`src/hw/calc_isa_pkg.sv`:
```
// Instruction word encoding and data path width of the execution back end, imported by RTL and bench
package calc_isa_pkg;

  localparam int data_width_c     = 32;
  localparam int reg_addr_width_c = 5;
  localparam int opcode_width_c   = 4;
  localparam int imm_width_c      = 18;

  // Bits left over in a register-type word
  localparam int rtype_pad_width_c = data_width_c - opcode_width_c - 3 * reg_addr_width_c;

  typedef enum logic [opcode_width_c-1:0] {
    op_add  = 4'd0,
    op_sub  = 4'd1,
    op_and  = 4'd2,
    op_or   = 4'd3,
    op_xor  = 4'd4,
    op_addi = 4'd5,
    op_mul  = 4'd6,
    op_div  = 4'd7,
    op_rem  = 4'd8
  } opcode_e;

  typedef struct packed {
    opcode_e                     opcode;
    logic [reg_addr_width_c-1:0] rd;
    logic [reg_addr_width_c-1:0] rs1;
    logic [reg_addr_width_c-1:0] rs2;
    logic [rtype_pad_width_c-1:0] unused;
  } rtype_s;

  // Opcode, rd and rs1 sit at the same bits as in rtype_s
  typedef struct packed {
    opcode_e                         opcode;
    logic [reg_addr_width_c-1:0]     rd;
    logic [reg_addr_width_c-1:0]     rs1;
    logic signed [imm_width_c-1:0]   imm;
  } itype_s;

  typedef union packed {
    rtype_s rtype;
    itype_s itype;
  } instr_u;

endpackage

```
`src/hw/calc_pipe_pkg.sv`:
```
// Packet types passed between the issue stage, the execution pipes and the completion pipeline
package calc_pipe_pkg;

  import calc_isa_pkg::*;

  // One-hot pipe select, w_v marks a fixed latency register write
  typedef struct packed {
    logic int_v;
    logic mul_v;
    logic long_v;
    logic w_v;
  } decode_s;

  // Operands as read from the register file by the dispatcher
  typedef struct packed {
    instr_u                  instr;
    logic [data_width_c-1:0] rs1;
    logic [data_width_c-1:0] rs2;
  } dispatch_pkt_s;

  // Instruction held for execution, operands already bypassed
  typedef struct packed {
    logic                    v;
    decode_s                 decode;
    instr_u                  instr;
    logic [data_width_c-1:0] rs1;
    logic [data_width_c-1:0] rs2;
  } reservation_s;

  // One slot of the completion pipeline
  typedef struct packed {
    logic                        w_v;
    logic                        mul_v;
    logic [reg_addr_width_c-1:0] rd_addr;
    logic [data_width_c-1:0]     rd_data;
  } comp_entry_s;

  typedef struct packed {
    logic [reg_addr_width_c-1:0] rd_addr;
    logic [data_width_c-1:0]     rd_data;
  } wb_pkt_s;

endpackage

```
`src/hw/calc_comp_pipe.sv`:
```
// Completion pipeline: carries fixed latency results to writeback, feeds bypass and slots in divides
`timescale 1ns/1ps

module calc_comp_pipe
  #(parameter int mul_latency_p = 3)
  (
    input  logic                                    clk_i,
    input  logic                                    arst_n_i,
    input  calc_pipe_pkg::reservation_s             reservation_i,
    input  logic                                    flush_i,
    input  logic [calc_isa_pkg::data_width_c-1:0]   int_result_i,
    input  logic [calc_isa_pkg::data_width_c-1:0]   mul_result_i,
    input  logic                                    long_v_i,
    input  calc_pipe_pkg::wb_pkt_s                  long_wb_i,
    output logic                                    long_ready_o,
    output calc_pipe_pkg::comp_entry_s [mul_latency_p:0] fwd_o,
    output logic                                    wb_v_o,
    output calc_pipe_pkg::wb_pkt_s                  wb_pkt_o
  );

  import calc_pipe_pkg::*;

  localparam int last_c = mul_latency_p - 1;

  comp_entry_s                     stage0;
  comp_entry_s [mul_latency_p-1:0] comp_n;
  comp_entry_s [mul_latency_p-1:0] comp_r;

  // Multiplies enter as a marker and pick up their data at the last stage
  always_comb
  begin
    stage0.w_v     = reservation_i.v & reservation_i.decode.w_v;
    stage0.mul_v   = reservation_i.v & reservation_i.decode.mul_v;
    stage0.rd_addr = reservation_i.instr.rtype.rd;
    stage0.rd_data = int_result_i;

    for (int i = 0; i < mul_latency_p; i++)
      comp_n[i] = (i == 0) ? stage0 : comp_r[i-1];

    if (comp_n[last_c].mul_v)
      comp_n[last_c].rd_data = mul_result_i;

    // Poison everything that has not reached the writeback port
    if (flush_i)
    begin
      for (int i = 0; i < mul_latency_p; i++)
        comp_n[i].w_v = 1'b0;
    end
  end

  always_ff @(posedge clk_i or negedge arst_n_i)
  begin
    if (!arst_n_i)
      comp_r <= '0;
    else
      comp_r <= comp_n;
  end

  // Multiply entries have no data before the last stage
  always_comb
  begin
    fwd_o[0]     = comp_n[0];
    fwd_o[0].w_v = comp_n[0].w_v & ~comp_n[0].mul_v;
    for (int i = 0; i < mul_latency_p; i++)
    begin
      fwd_o[i+1]     = comp_r[i];
      fwd_o[i+1].w_v = comp_r[i].w_v & ~(comp_r[i].mul_v & (i < last_c));
    end
  end

  assign long_ready_o = long_v_i & ~comp_r[last_c].w_v;
  assign wb_v_o       = comp_r[last_c].w_v | long_v_i;

  always_comb
  begin
    if (comp_r[last_c].w_v)
    begin
      wb_pkt_o.rd_addr = comp_r[last_c].rd_addr;
      wb_pkt_o.rd_data = comp_r[last_c].rd_data;
    end
    else
      wb_pkt_o = long_wb_i;
  end

endmodule

```
`src/hw/calc_issue.sv`:
```
// Issue stage: decodes the dispatch packet, bypasses operands and holds the reservation register
`timescale 1ns/1ps

module calc_issue
  #(parameter int mul_latency_p = 3)
  (
    input  logic                                    clk_i,
    input  logic                                    arst_n_i,
    input  logic                                    dispatch_v_i,
    input  calc_pipe_pkg::dispatch_pkt_s            dispatch_pkt_i,
    output logic                                    dispatch_ready_o,
    input  logic                                    flush_i,
    input  logic                                    long_idle_i,
    input  calc_pipe_pkg::comp_entry_s [mul_latency_p:0] fwd_i,
    output calc_pipe_pkg::reservation_s             reservation_o
  );

  import calc_isa_pkg::*;
  import calc_pipe_pkg::*;

  decode_s      dec;
  reservation_s res_n;
  reservation_s res_r;
  logic         res_v_r;
  logic         ready_en_r;
  logic         long_pending;
  logic         dispatch_xfer;

  // Entry 0 is the youngest, so walk from oldest to youngest and let the last hit stand
  function automatic logic [data_width_c-1:0] bypass_operand(
    input logic [reg_addr_width_c-1:0]  addr,
    input logic [data_width_c-1:0]      rf_data,
    input comp_entry_s [mul_latency_p:0] fwd
  );
    logic [data_width_c-1:0] value;
    value = rf_data;
    for (int i = mul_latency_p; i >= 0; i--)
    begin
      if (fwd[i].w_v && (fwd[i].rd_addr == addr))
        value = fwd[i].rd_data;
    end
    if (addr == '0)
      value = '0;
    return value;
  endfunction

  always_comb
  begin
    dec = '0;
    case (dispatch_pkt_i.instr.rtype.opcode)
      op_add, op_sub, op_and, op_or, op_xor, op_addi:
      begin
        dec.int_v = 1'b1;
        dec.w_v   = 1'b1;
      end
      op_mul:
      begin
        dec.mul_v = 1'b1;
        dec.w_v   = 1'b1;
      end
      op_div, op_rem:
        dec.long_v = 1'b1;
      default:
        dec = '0;
    endcase
  end

  // A divide still waiting in the reservation register has not reached the divider yet
  assign long_pending     = ~long_idle_i | (res_v_r & res_r.decode.long_v);
  assign dispatch_ready_o = ready_en_r & ~flush_i & ~(dec.long_v & long_pending);
  assign dispatch_xfer    = dispatch_v_i & dispatch_ready_o;

  always_comb
  begin
    res_n        = '0;
    res_n.v      = 1'b1;
    res_n.decode = dec;
    res_n.instr  = dispatch_pkt_i.instr;
    res_n.rs1    = bypass_operand(dispatch_pkt_i.instr.rtype.rs1, dispatch_pkt_i.rs1, fwd_i);
    res_n.rs2    = bypass_operand(dispatch_pkt_i.instr.rtype.rs2, dispatch_pkt_i.rs2, fwd_i);
  end

  // No transfer happens in a flush cycle, so the valid bit drops there too
  always_ff @(posedge clk_i or negedge arst_n_i)
  begin
    if (!arst_n_i)
    begin
      res_v_r    <= 1'b0;
      ready_en_r <= 1'b0;
    end
    else
    begin
      res_v_r    <= dispatch_xfer;
      ready_en_r <= 1'b1;
    end
  end

  always_ff @(posedge clk_i)
  begin
    if (dispatch_xfer)
      res_r <= res_n;
  end

  always_comb
  begin
    reservation_o   = res_r;
    reservation_o.v = res_v_r;
  end

endmodule

```
`src/hw/calc_pipe_int.sv`:
```
// Single cycle integer ALU evaluated on the instruction in the reservation register
`timescale 1ns/1ps

module calc_pipe_int
  (
    input  calc_pipe_pkg::reservation_s             reservation_i,
    output logic [calc_isa_pkg::data_width_c-1:0]   result_o
  );

  import calc_isa_pkg::*;

  logic [data_width_c-1:0] rs1;
  logic [data_width_c-1:0] rs2;
  logic [data_width_c-1:0] imm_sext;

  assign rs1 = reservation_i.rs1;
  assign rs2 = reservation_i.rs2;

  // Immediate is read through the I-type view of the same word
  assign imm_sext = {{(data_width_c - imm_width_c){reservation_i.instr.itype.imm[imm_width_c-1]}},
                     reservation_i.instr.itype.imm};

  always_comb
  begin
    case (reservation_i.instr.rtype.opcode)
      op_add:
        result_o = rs1 + rs2;
      op_sub:
        result_o = rs1 - rs2;
      op_and:
        result_o = rs1 & rs2;
      op_or:
        result_o = rs1 | rs2;
      op_xor:
        result_o = rs1 ^ rs2;
      op_addi:
        result_o = rs1 + imm_sext;
      default:
        result_o = '0;
    endcase
  end

endmodule

```
`src/hw/calc_pipe_long.sv`:
```
// Iterative restoring divider for DIV and REM, holds its result until the writeback slot frees up
`timescale 1ns/1ps

module calc_pipe_long
  (
    input  logic                        clk_i,
    input  logic                        arst_n_i,
    input  calc_pipe_pkg::reservation_s reservation_i,
    input  logic                        flush_i,
    output logic                        idle_o,
    output logic                        long_v_o,
    output calc_pipe_pkg::wb_pkt_s      long_wb_o,
    input  logic                        long_ready_i
  );

  import calc_isa_pkg::*;

  localparam int count_width_c = $clog2(data_width_c);

  typedef enum logic [1:0] {
    st_idle,
    st_busy,
    st_done
  } state_e;

  state_e                      state_r;
  logic [count_width_c-1:0]    count_r;
  logic [data_width_c-1:0]     quot_r;
  logic [data_width_c-1:0]     rem_r;
  logic [data_width_c-1:0]     divisor_r;
  logic [reg_addr_width_c-1:0] rd_r;
  logic                        rem_sel_r;
  logic                        start;
  logic [data_width_c:0]       trial;
  logic [data_width_c:0]       diff;

  assign start = (state_r == st_idle) & reservation_i.v & reservation_i.decode.long_v & ~flush_i;

  // Shift the next dividend bit into the partial remainder and try the subtract
  assign trial = {rem_r, quot_r[data_width_c-1]};
  assign diff  = trial - {1'b0, divisor_r};

  always_ff @(posedge clk_i or negedge arst_n_i)
  begin
    if (!arst_n_i)
    begin
      state_r <= st_idle;
      count_r <= '0;
    end
    else if (flush_i)
      state_r <= st_idle;
    else
    begin
      case (state_r)
        st_idle:
        begin
          if (start)
          begin
            state_r <= st_busy;
            count_r <= '0;
          end
        end
        st_busy:
        begin
          count_r <= count_r + 1'b1;
          if (count_r == '1)
            state_r <= st_done;
        end
        st_done:
        begin
          if (long_ready_i)
            state_r <= st_idle;
        end
        default:
          state_r <= st_idle;
      endcase
    end
  end

  // A zero divisor never borrows, so the quotient fills with ones and the
  // remainder ends up as the dividend
  always_ff @(posedge clk_i)
  begin
    if (start)
    begin
      quot_r    <= reservation_i.rs1;
      divisor_r <= reservation_i.rs2;
      rem_r     <= '0;
      rd_r      <= reservation_i.instr.rtype.rd;
      rem_sel_r <= (reservation_i.instr.rtype.opcode == op_rem);
    end
    else if (state_r == st_busy)
    begin
      quot_r <= {quot_r[data_width_c-2:0], ~diff[data_width_c]};
      rem_r  <= diff[data_width_c] ? trial[data_width_c-1:0] : diff[data_width_c-1:0];
    end
  end

  assign idle_o            = (state_r == st_idle);
  assign long_v_o          = (state_r == st_done);
  assign long_wb_o.rd_addr = rd_r;
  assign long_wb_o.rd_data = rem_sel_r ? rem_r : quot_r;

endmodule

```
`src/hw/calc_pipe_mul.sv`:
```
// Pipelined multiplier returning the low product word after a fixed number of register stages
`timescale 1ns/1ps

module calc_pipe_mul
  #(parameter int mul_latency_p = 3)
  (
    input  logic                                    clk_i,
    input  logic                                    arst_n_i,
    input  calc_pipe_pkg::reservation_s             reservation_i,
    output logic [calc_isa_pkg::data_width_c-1:0]   result_o
  );

  import calc_isa_pkg::*;

  logic [mul_latency_p-2:0][data_width_c-1:0] prod_r;

  // Product enters in the first stage, then shifts down
  always_ff @(posedge clk_i or negedge arst_n_i)
  begin
    if (!arst_n_i)
      prod_r <= '0;
    else
    begin
      prod_r[0] <= reservation_i.rs1 * reservation_i.rs2;
      for (int i = 1; i < mul_latency_p - 1; i++)
        prod_r[i] <= prod_r[i-1];
    end
  end

  // Lines up with completion stage mul_latency_p-1
  assign result_o = prod_r[mul_latency_p-2];

endmodule

```
`src/hw/calc_top.sv`:
```
// Execution back end top level: issue stage, ALU, multiplier, divider and completion pipeline
`timescale 1ns/1ps

module calc_top
  #(parameter int mul_latency_p = 3)
  (
    input  logic                         clk_i,
    input  logic                         arst_n_i,
    input  logic                         dispatch_v_i,
    input  calc_pipe_pkg::dispatch_pkt_s dispatch_pkt_i,
    output logic                         dispatch_ready_o,
    input  logic                         flush_i,
    output logic                         wb_v_o,
    output calc_pipe_pkg::wb_pkt_s       wb_pkt_o,
    output logic                         long_busy_o
  );

  import calc_isa_pkg::*;
  import calc_pipe_pkg::*;

  reservation_s                 reservation;
  comp_entry_s [mul_latency_p:0] fwd;
  logic [data_width_c-1:0]      int_result;
  logic [data_width_c-1:0]      mul_result;
  logic                         long_idle;
  logic                         long_v;
  logic                         long_ready;
  wb_pkt_s                      long_wb;

  calc_issue #(.mul_latency_p(mul_latency_p)) issue (
    .clk_i            (clk_i),
    .arst_n_i         (arst_n_i),
    .dispatch_v_i     (dispatch_v_i),
    .dispatch_pkt_i   (dispatch_pkt_i),
    .dispatch_ready_o (dispatch_ready_o),
    .flush_i          (flush_i),
    .long_idle_i      (long_idle),
    .fwd_i            (fwd),
    .reservation_o    (reservation)
  );

  calc_pipe_int pipe_int (
    .reservation_i (reservation),
    .result_o      (int_result)
  );

  calc_pipe_mul #(.mul_latency_p(mul_latency_p)) pipe_mul (
    .clk_i         (clk_i),
    .arst_n_i      (arst_n_i),
    .reservation_i (reservation),
    .result_o      (mul_result)
  );

  calc_pipe_long pipe_long (
    .clk_i         (clk_i),
    .arst_n_i      (arst_n_i),
    .reservation_i (reservation),
    .flush_i       (flush_i),
    .idle_o        (long_idle),
    .long_v_o      (long_v),
    .long_wb_o     (long_wb),
    .long_ready_i  (long_ready)
  );

  calc_comp_pipe #(.mul_latency_p(mul_latency_p)) comp_pipe (
    .clk_i         (clk_i),
    .arst_n_i      (arst_n_i),
    .reservation_i (reservation),
    .flush_i       (flush_i),
    .int_result_i  (int_result),
    .mul_result_i  (mul_result),
    .long_v_i      (long_v),
    .long_wb_i     (long_wb),
    .long_ready_o  (long_ready),
    .fwd_o         (fwd),
    .wb_v_o        (wb_v_o),
    .wb_pkt_o      (wb_pkt_o)
  );

  assign long_busy_o = ~long_idle;

endmodule
```
`config.mk`:
```
export PLATFORM = sky130hd
export DESIGN_NAME = calc_top
export DESIGN_NICKNAME = d
export VERILOG_FILES = /design/src/hw/calc_isa_pkg.sv /design/src/hw/calc_pipe_pkg.sv /design/src/hw/calc_comp_pipe.sv /design/src/hw/calc_issue.sv /design/src/hw/calc_pipe_int.sv /design/src/hw/calc_pipe_long.sv /design/src/hw/calc_pipe_mul.sv /design/src/hw/calc_top.sv
export SDC_FILE = /design/constraint.sdc
export NUM_CORES = 2
export LEC_CHECK = 0
export BUFFER_PORTS_ARGS = -buffer_cell sky130_fd_sc_hd__clkbuf_2
export CORE_ASPECT_RATIO = 1.5
export CORE_MARGIN = 2
export CORE_UTILIZATION = 40
export CTS_CLUSTER_DIAMETER = 60
export DETAILED_ROUTE_END_ITERATION = 6
export HOLD_SLACK_MARGIN = 0.02
export PLACE_DENSITY = 0.58
export SLEW_MARGIN = 25
export SYNTH_ARGS = -nofsm -noshare
export SYNTH_HDL_FRONTEND = slang
export SYNTH_HIERARCHICAL = 1
export SYNTH_SLANG_ARGS = --single-unit
```
`constraint.sdc`:
```
create_clock -name clk_i -period 17.4 [get_ports clk_i]
set_input_delay 0.87 -clock clk_i [delete_from_list [all_inputs] [get_ports clk_i]]
set_output_delay 0.87 -clock clk_i [all_outputs]
set_load 0.05 [all_outputs]
```
After elaboration in Yosys (flattened, before gate mapping)
Index checks and enable logic that the tools add are counted.
Widths: inputs -> output; s select.
{ "word_totals": {"register_bits": 390, "input_bits": 100, "output_inout_bits": 40, "word_cells": 137} }
{ "op_classes": {"add_sub_neg": 5, "multipliers": 1, "eq_ne": 29, "mux": 28, "bitwise": 27, "reduce_logical": 19} }
{ "ops": {"columns": ["operator", "count"], "rows": [
  ["$mux 32", 13],
  ["$pmux 32 s6", 1],
  ["$add 32x32->32", 2],
  ["$eq 5x5->1", 8],
  ["$mux 37", 1],
  ["$sub 33x32->33", 1],
  ["$and 32x32->32", 1],
  ["$mul 32x32->32", 1],
  ["$or 32x32->32", 1],
  ["$sub 32x32->32", 1],
  ["$xor 32x32->32", 1],
  ["$eq 4x3->1 const B", 6],
  ["$eq 4x2->1 const B", 4],
  ["$and 1x1->1", 14],
  ["$logic_not 5->1", 2],
  ["$pmux 5 s2", 1],
  ["$eq 4x1->1 const B", 2],
  ["$eq 4x4->1 const B", 2],
  ["$logic_and 1x1->1", 8],
  ["$logic_not 4->1", 2],
  ["$mux 2", 4],
  ["$not 1->1", 8],
  ["$reduce_or 7->1", 1],
  ["$mux 1", 6],
  ["14 further kinds", 18]
]} }

Longest topological paths before layout
{ "depth": {"depth_word": 7, "mapped_depth": 26, "depth_no_buf": 24} }

Cells and area by module
Netlist, hierarchy kept.
{ "by_module_without_submodules": {"columns": ["module", "n_inst", "cells_each", "area_per_inst_um2", "seq_area_each_um2"], "rows": [
  ["calc_pipe_mul", 1, 1806, 17705.7, 1601.5],
  ["calc_issue", 1, 793, 7385.8, 3052.9],
  ["calc_pipe_long", 1, 639, 6698.9, 2917.8],
  ["calc_comp_pipe", 1, 356, 5022.3, 2927.8],
  ["calc_pipe_int", 1, 663, 4423.0, 0.0],
  ["calc_top", 1, 1, 3.8, 0.0]
]} }

Least setup slack after synthesis
OpenSTA, ideal clock, no wires.
{ "synth_path": {"path_type": "register to register", "from": "reg issue.res_r, in the netlist issue/reservation_o[3]", "to": "reg pipe_mul/prod_r[31] in the netlist's numbering", "arrival_ns": 6.643, "slack_ns": 10.629, "path_stages_with_launch": 25, "path_buffers": 2, "synth_period_minus_slack_ns": 6.771, "path_cell_list": "edfxtp_1 > clkbuf_1 > clkbuf_1 > and2_1 > fa_1 > inv_1 > fa_1 > fa_1 > fa_1 > inv_1 > fa_1 > inv_1 > fa_1 > inv_1 > fa_1 > fa_1 > ha_1 > a21oi_1 > o21ai_0 > a21o_2 > a21oi_1 > o22ai_4 > a211oi_2 > o41ai_2 > xnor2_1"} }
{ "synth_via": {"elab_chain_len": 1} }
{ "synth_lines": {"columns": ["item", "line", "rtl"], "rows": [
  ["start, declared", "calc_issue.sv:23", "reservation_s res_r;"],
  ["start signal, assigned", "calc_issue.sv:101", "res_r <= res_n;"],
  ["$mul 32x32->32", "calc_pipe_mul.sv:24", "prod_r[0] <= reservation_i.rs1 * reservation_i.rs2;"],
  ["end signal, assigned by index", "calc_pipe_mul.sv:26", "prod_r[i] <= prod_r[i-1];"],
  ["end, declared", "calc_pipe_mul.sv:15", "logic [mul_latency_p-2:0][data_width_c-1:0] prod_r;"]
]} }
No other way between the ends.
A chain may end at the register's enable or synchronous reset.

Worst setup path after layout
{ "layout_path": {"from": "reg issue.res_r, in the netlist issue/reservation_o[46]", "to": "reg pipe_mul/prod_r[31] in the netlist's numbering"} }
The elaborated chain is that of the path after synthesis.

==> impl_results.md <==
* Dpl ws at between 9000 and 10,000 ps
* WL final at between 100,000 and 150,000 um
* CTS sink count at between 300 and 400
* Register area at 10,300 sq um
* Synthesis-to-layout area growth at 4.78%
* Cell leakage power at between 15 and 20 nW
* Worst Setup SP: issue/reservation_o[46]
* Cell Pwr Density at about 170 nW/um^2
* GRT Util Overall at 0.267
* Vias in the first global route at roughly 33,000
* Setup repair after global routing missed its margin: no
* Initial antenna violation count at 4
* Worst Hold Class: input pin to asynchronous set/reset pin
* Period Utilization, post-route at 0.426
* DRT antenna net count at 0
* Largest buffer count on any clock path at 3
* Post-CTS Repair Setup Buffers at 0
* Syn. warnings at 6
* Share of cells above drive strength 1 at 0.118
* Die ar. at between 100,000 and 150,000 sq um
* TritonRoute pass-1 iters at 6
* WL/cell at roughly 26 um
* Io pins at 140
* Max Cap Viol at 0
* Post-CTS Resized at 0
* First-pass GRT wire length at ~210,000 um
* Die Y at about 400 um
* Area of the mapped netlist at 41,000 sq um
* Crit path DAT at a little under 8000 ps
* Area of the multi-input gates at about 27,000 sq um
* Setup Skew at just over 30 ps
* Num CTS Buffers at between 40 and 50
* Gr ovfl total at 0
* Post-Synthesis Cells at ~4,200
* IO buf count at 139
* Root Buffer: clkbuf_16
* RePlAce Congestion at between 0.9 and 1
* Worst-Skew Late Latency at 620 ps
* Drt drc at 0
* Layout Nets at between 4,000 and 5,000
* Final hold vios at 0
* H-Tree Depth at 2
* FP Rows at around 140
* Slew Limit Fails at 0
* # setup viols final at 0
* Post-DP HPWL at roughly 100,000 um
* CP startpoint kind: register
* Routed vias/inst at approximately 5.8
* Core Area at just over 100,000 sq um
* VDD IR max at between 200 and 300 uV
* Status: finished clean
* Rel. slew slack at 0.261
* Largest net degree at the start of global routing at 86
* Fin crit period at 7410 ps
* Worst-path clk slew at 70 ps
* Synth Area per Inst at 9.66 sq um
* Worst EP required at between 15,000 and 20,000 ps
* Setup Total Neg Slack at 0 ps
* Setup ws final at ~10000 ps
* Fillers at ~9,900
* Initial DRC count at about 2,900
* Worst-path fanout max at 22
* Reg-to-Reg Start: issue/reservation_o[46]
* Via Count at ~31,000
* Hold-fix buffers, CTS at 0
* Critical Path End Type: register
* Initial Utilization at 0.404
* Fmax at ~0.13 GHz
* Setup Crit Path Kind: register to register
* CTS tree: built
* DIE WIDTH at around 270 um
* Slew @ Worst Pin at ~1100 ps
* Syn_nets at between 5,000 and 6,000
cell usage in the layout, fill, tap and decap left out, drive strengths merged, types with 68 or more instances in the layout:
| master | count |
|---|---|
| inv | 483 |
| fa | 410 |
| and2 | 382 |
| nand2 | 281 |
| ha | 259 |
| a21oi | 251 |
| o21ai | 200 |
| clkbuf | 196 |
| dfrtp | 189 |
| edfxtp | 164 |
| mux2 | 134 |
| nor2 | 113 |
| xnor2 | 111 |
| and3 | 82 |
| buf | 72 |
| xor2 | 69 |
| nand2b | 68 |
report_power, final:
part | internal, mW | total, mW | leakage (nW) | switching (mW)
clock | 0.542 | 0.970 | 0.713 | 0.428
sequential | 1.15 | 1.30 | 4.14 | 0.152
combinational | 2.19 | 5.13 | 14.1 | 2.93
total | 3.89 | 7.40 | 19.0 | 3.51
metal layers:
| layer | up-vias | track usage | part of all wire |
|---|---|---|---|
| met5 | - | 0 | 0.00013 |
| met4 | 4 | 0.126 | 0.051 |
| met3 | 367 | 0.0370 | 0.062 |
| met2 | 1309 | 0.481 | 0.51 |
| met1 | 15900 | 0.312 | 0.37 |
| li1 | 13700 | - | - |
stage by stage:
stage	power [mW]	std cells	area [sq um]	utilization	hold WS (ps)
finish	7.40	5412	43000	0.423	329
global route	8.03	5410	43000	0.423	348
CTS	7.44	5409	42900	0.423	348
detailed placement	6.42	5329	41500	0.409	336
global placement	6.37	5328	41500	0.409	334
floorplan	5.20	4246	41000	-	331
critical path: stages (launching register included):
cell and delay (ps):
edfxtp_1 1000, and2_1 250, fa_1 410, inv_1 70
fa_1 420, fa_1 480, fa_1 580, inv_1 70
fa_1 500, inv_1 60, fa_1 530, inv_1 60
fa_1 500, fa_1 430, ha_1 370, a21oi_1 230
o21ai_0 120, a21o_2 230, a21oi_1 240, o22ai_4 140
a211oi_2 330, o41ai_2 130, xnor2_1 130
sequential cells by signal, summed over array words and instances (netlist names):
signal,cells
pipe_long/rd_r,5
pipe_mul/prod_r,32
pipe_long/quot_r,32
pipe_long/state_r,2
pipe_long/rem_r,32
pipe_long/rem_sel_r,1
issue/res_v_r,1
issue/reservation_o,94
pipe_long/divisor_r,32
issue/ready_en_r,1
comp_pipe/fwd_o,114
comp_pipe/comp_r,2
pipe_mul/result_o,32
pipe_long/count_r,5
final timing paths:
| path | endpoint | slack (ps) | cells past startpoint |
|---|---|---|---|
| hold reg to reg | pipe_mul/result_o[1] | 350 | 0 |
| min in group clk_i | pipe_mul/result_o[1] | 350 | 0 |
| setup reg to reg | pipe_mul/prod_r[31] | 9990 | 22 |
| setup / recovery | pipe_mul/prod_r[31] | 9990 | 22 |
| max in group asynchronous | comp_pipe/fwd_o[144] | 15630 | 2 |
| hold / removal | comp_pipe/fwd_o[121] | 330 | 1 |
area by class of cell:
type	instances	share of cell area
multi-input cells	2952	0.617
flip-flops and latches	385	0.240
inverters	477	0.0417
well taps	1305	0.0380
repair buffers	211	0.0293
clock buffers	57	0.0280
clock inverters	23	0.00615
diodes	2	0.000116
Note: power is estimated with default switching activity, not from simulation.
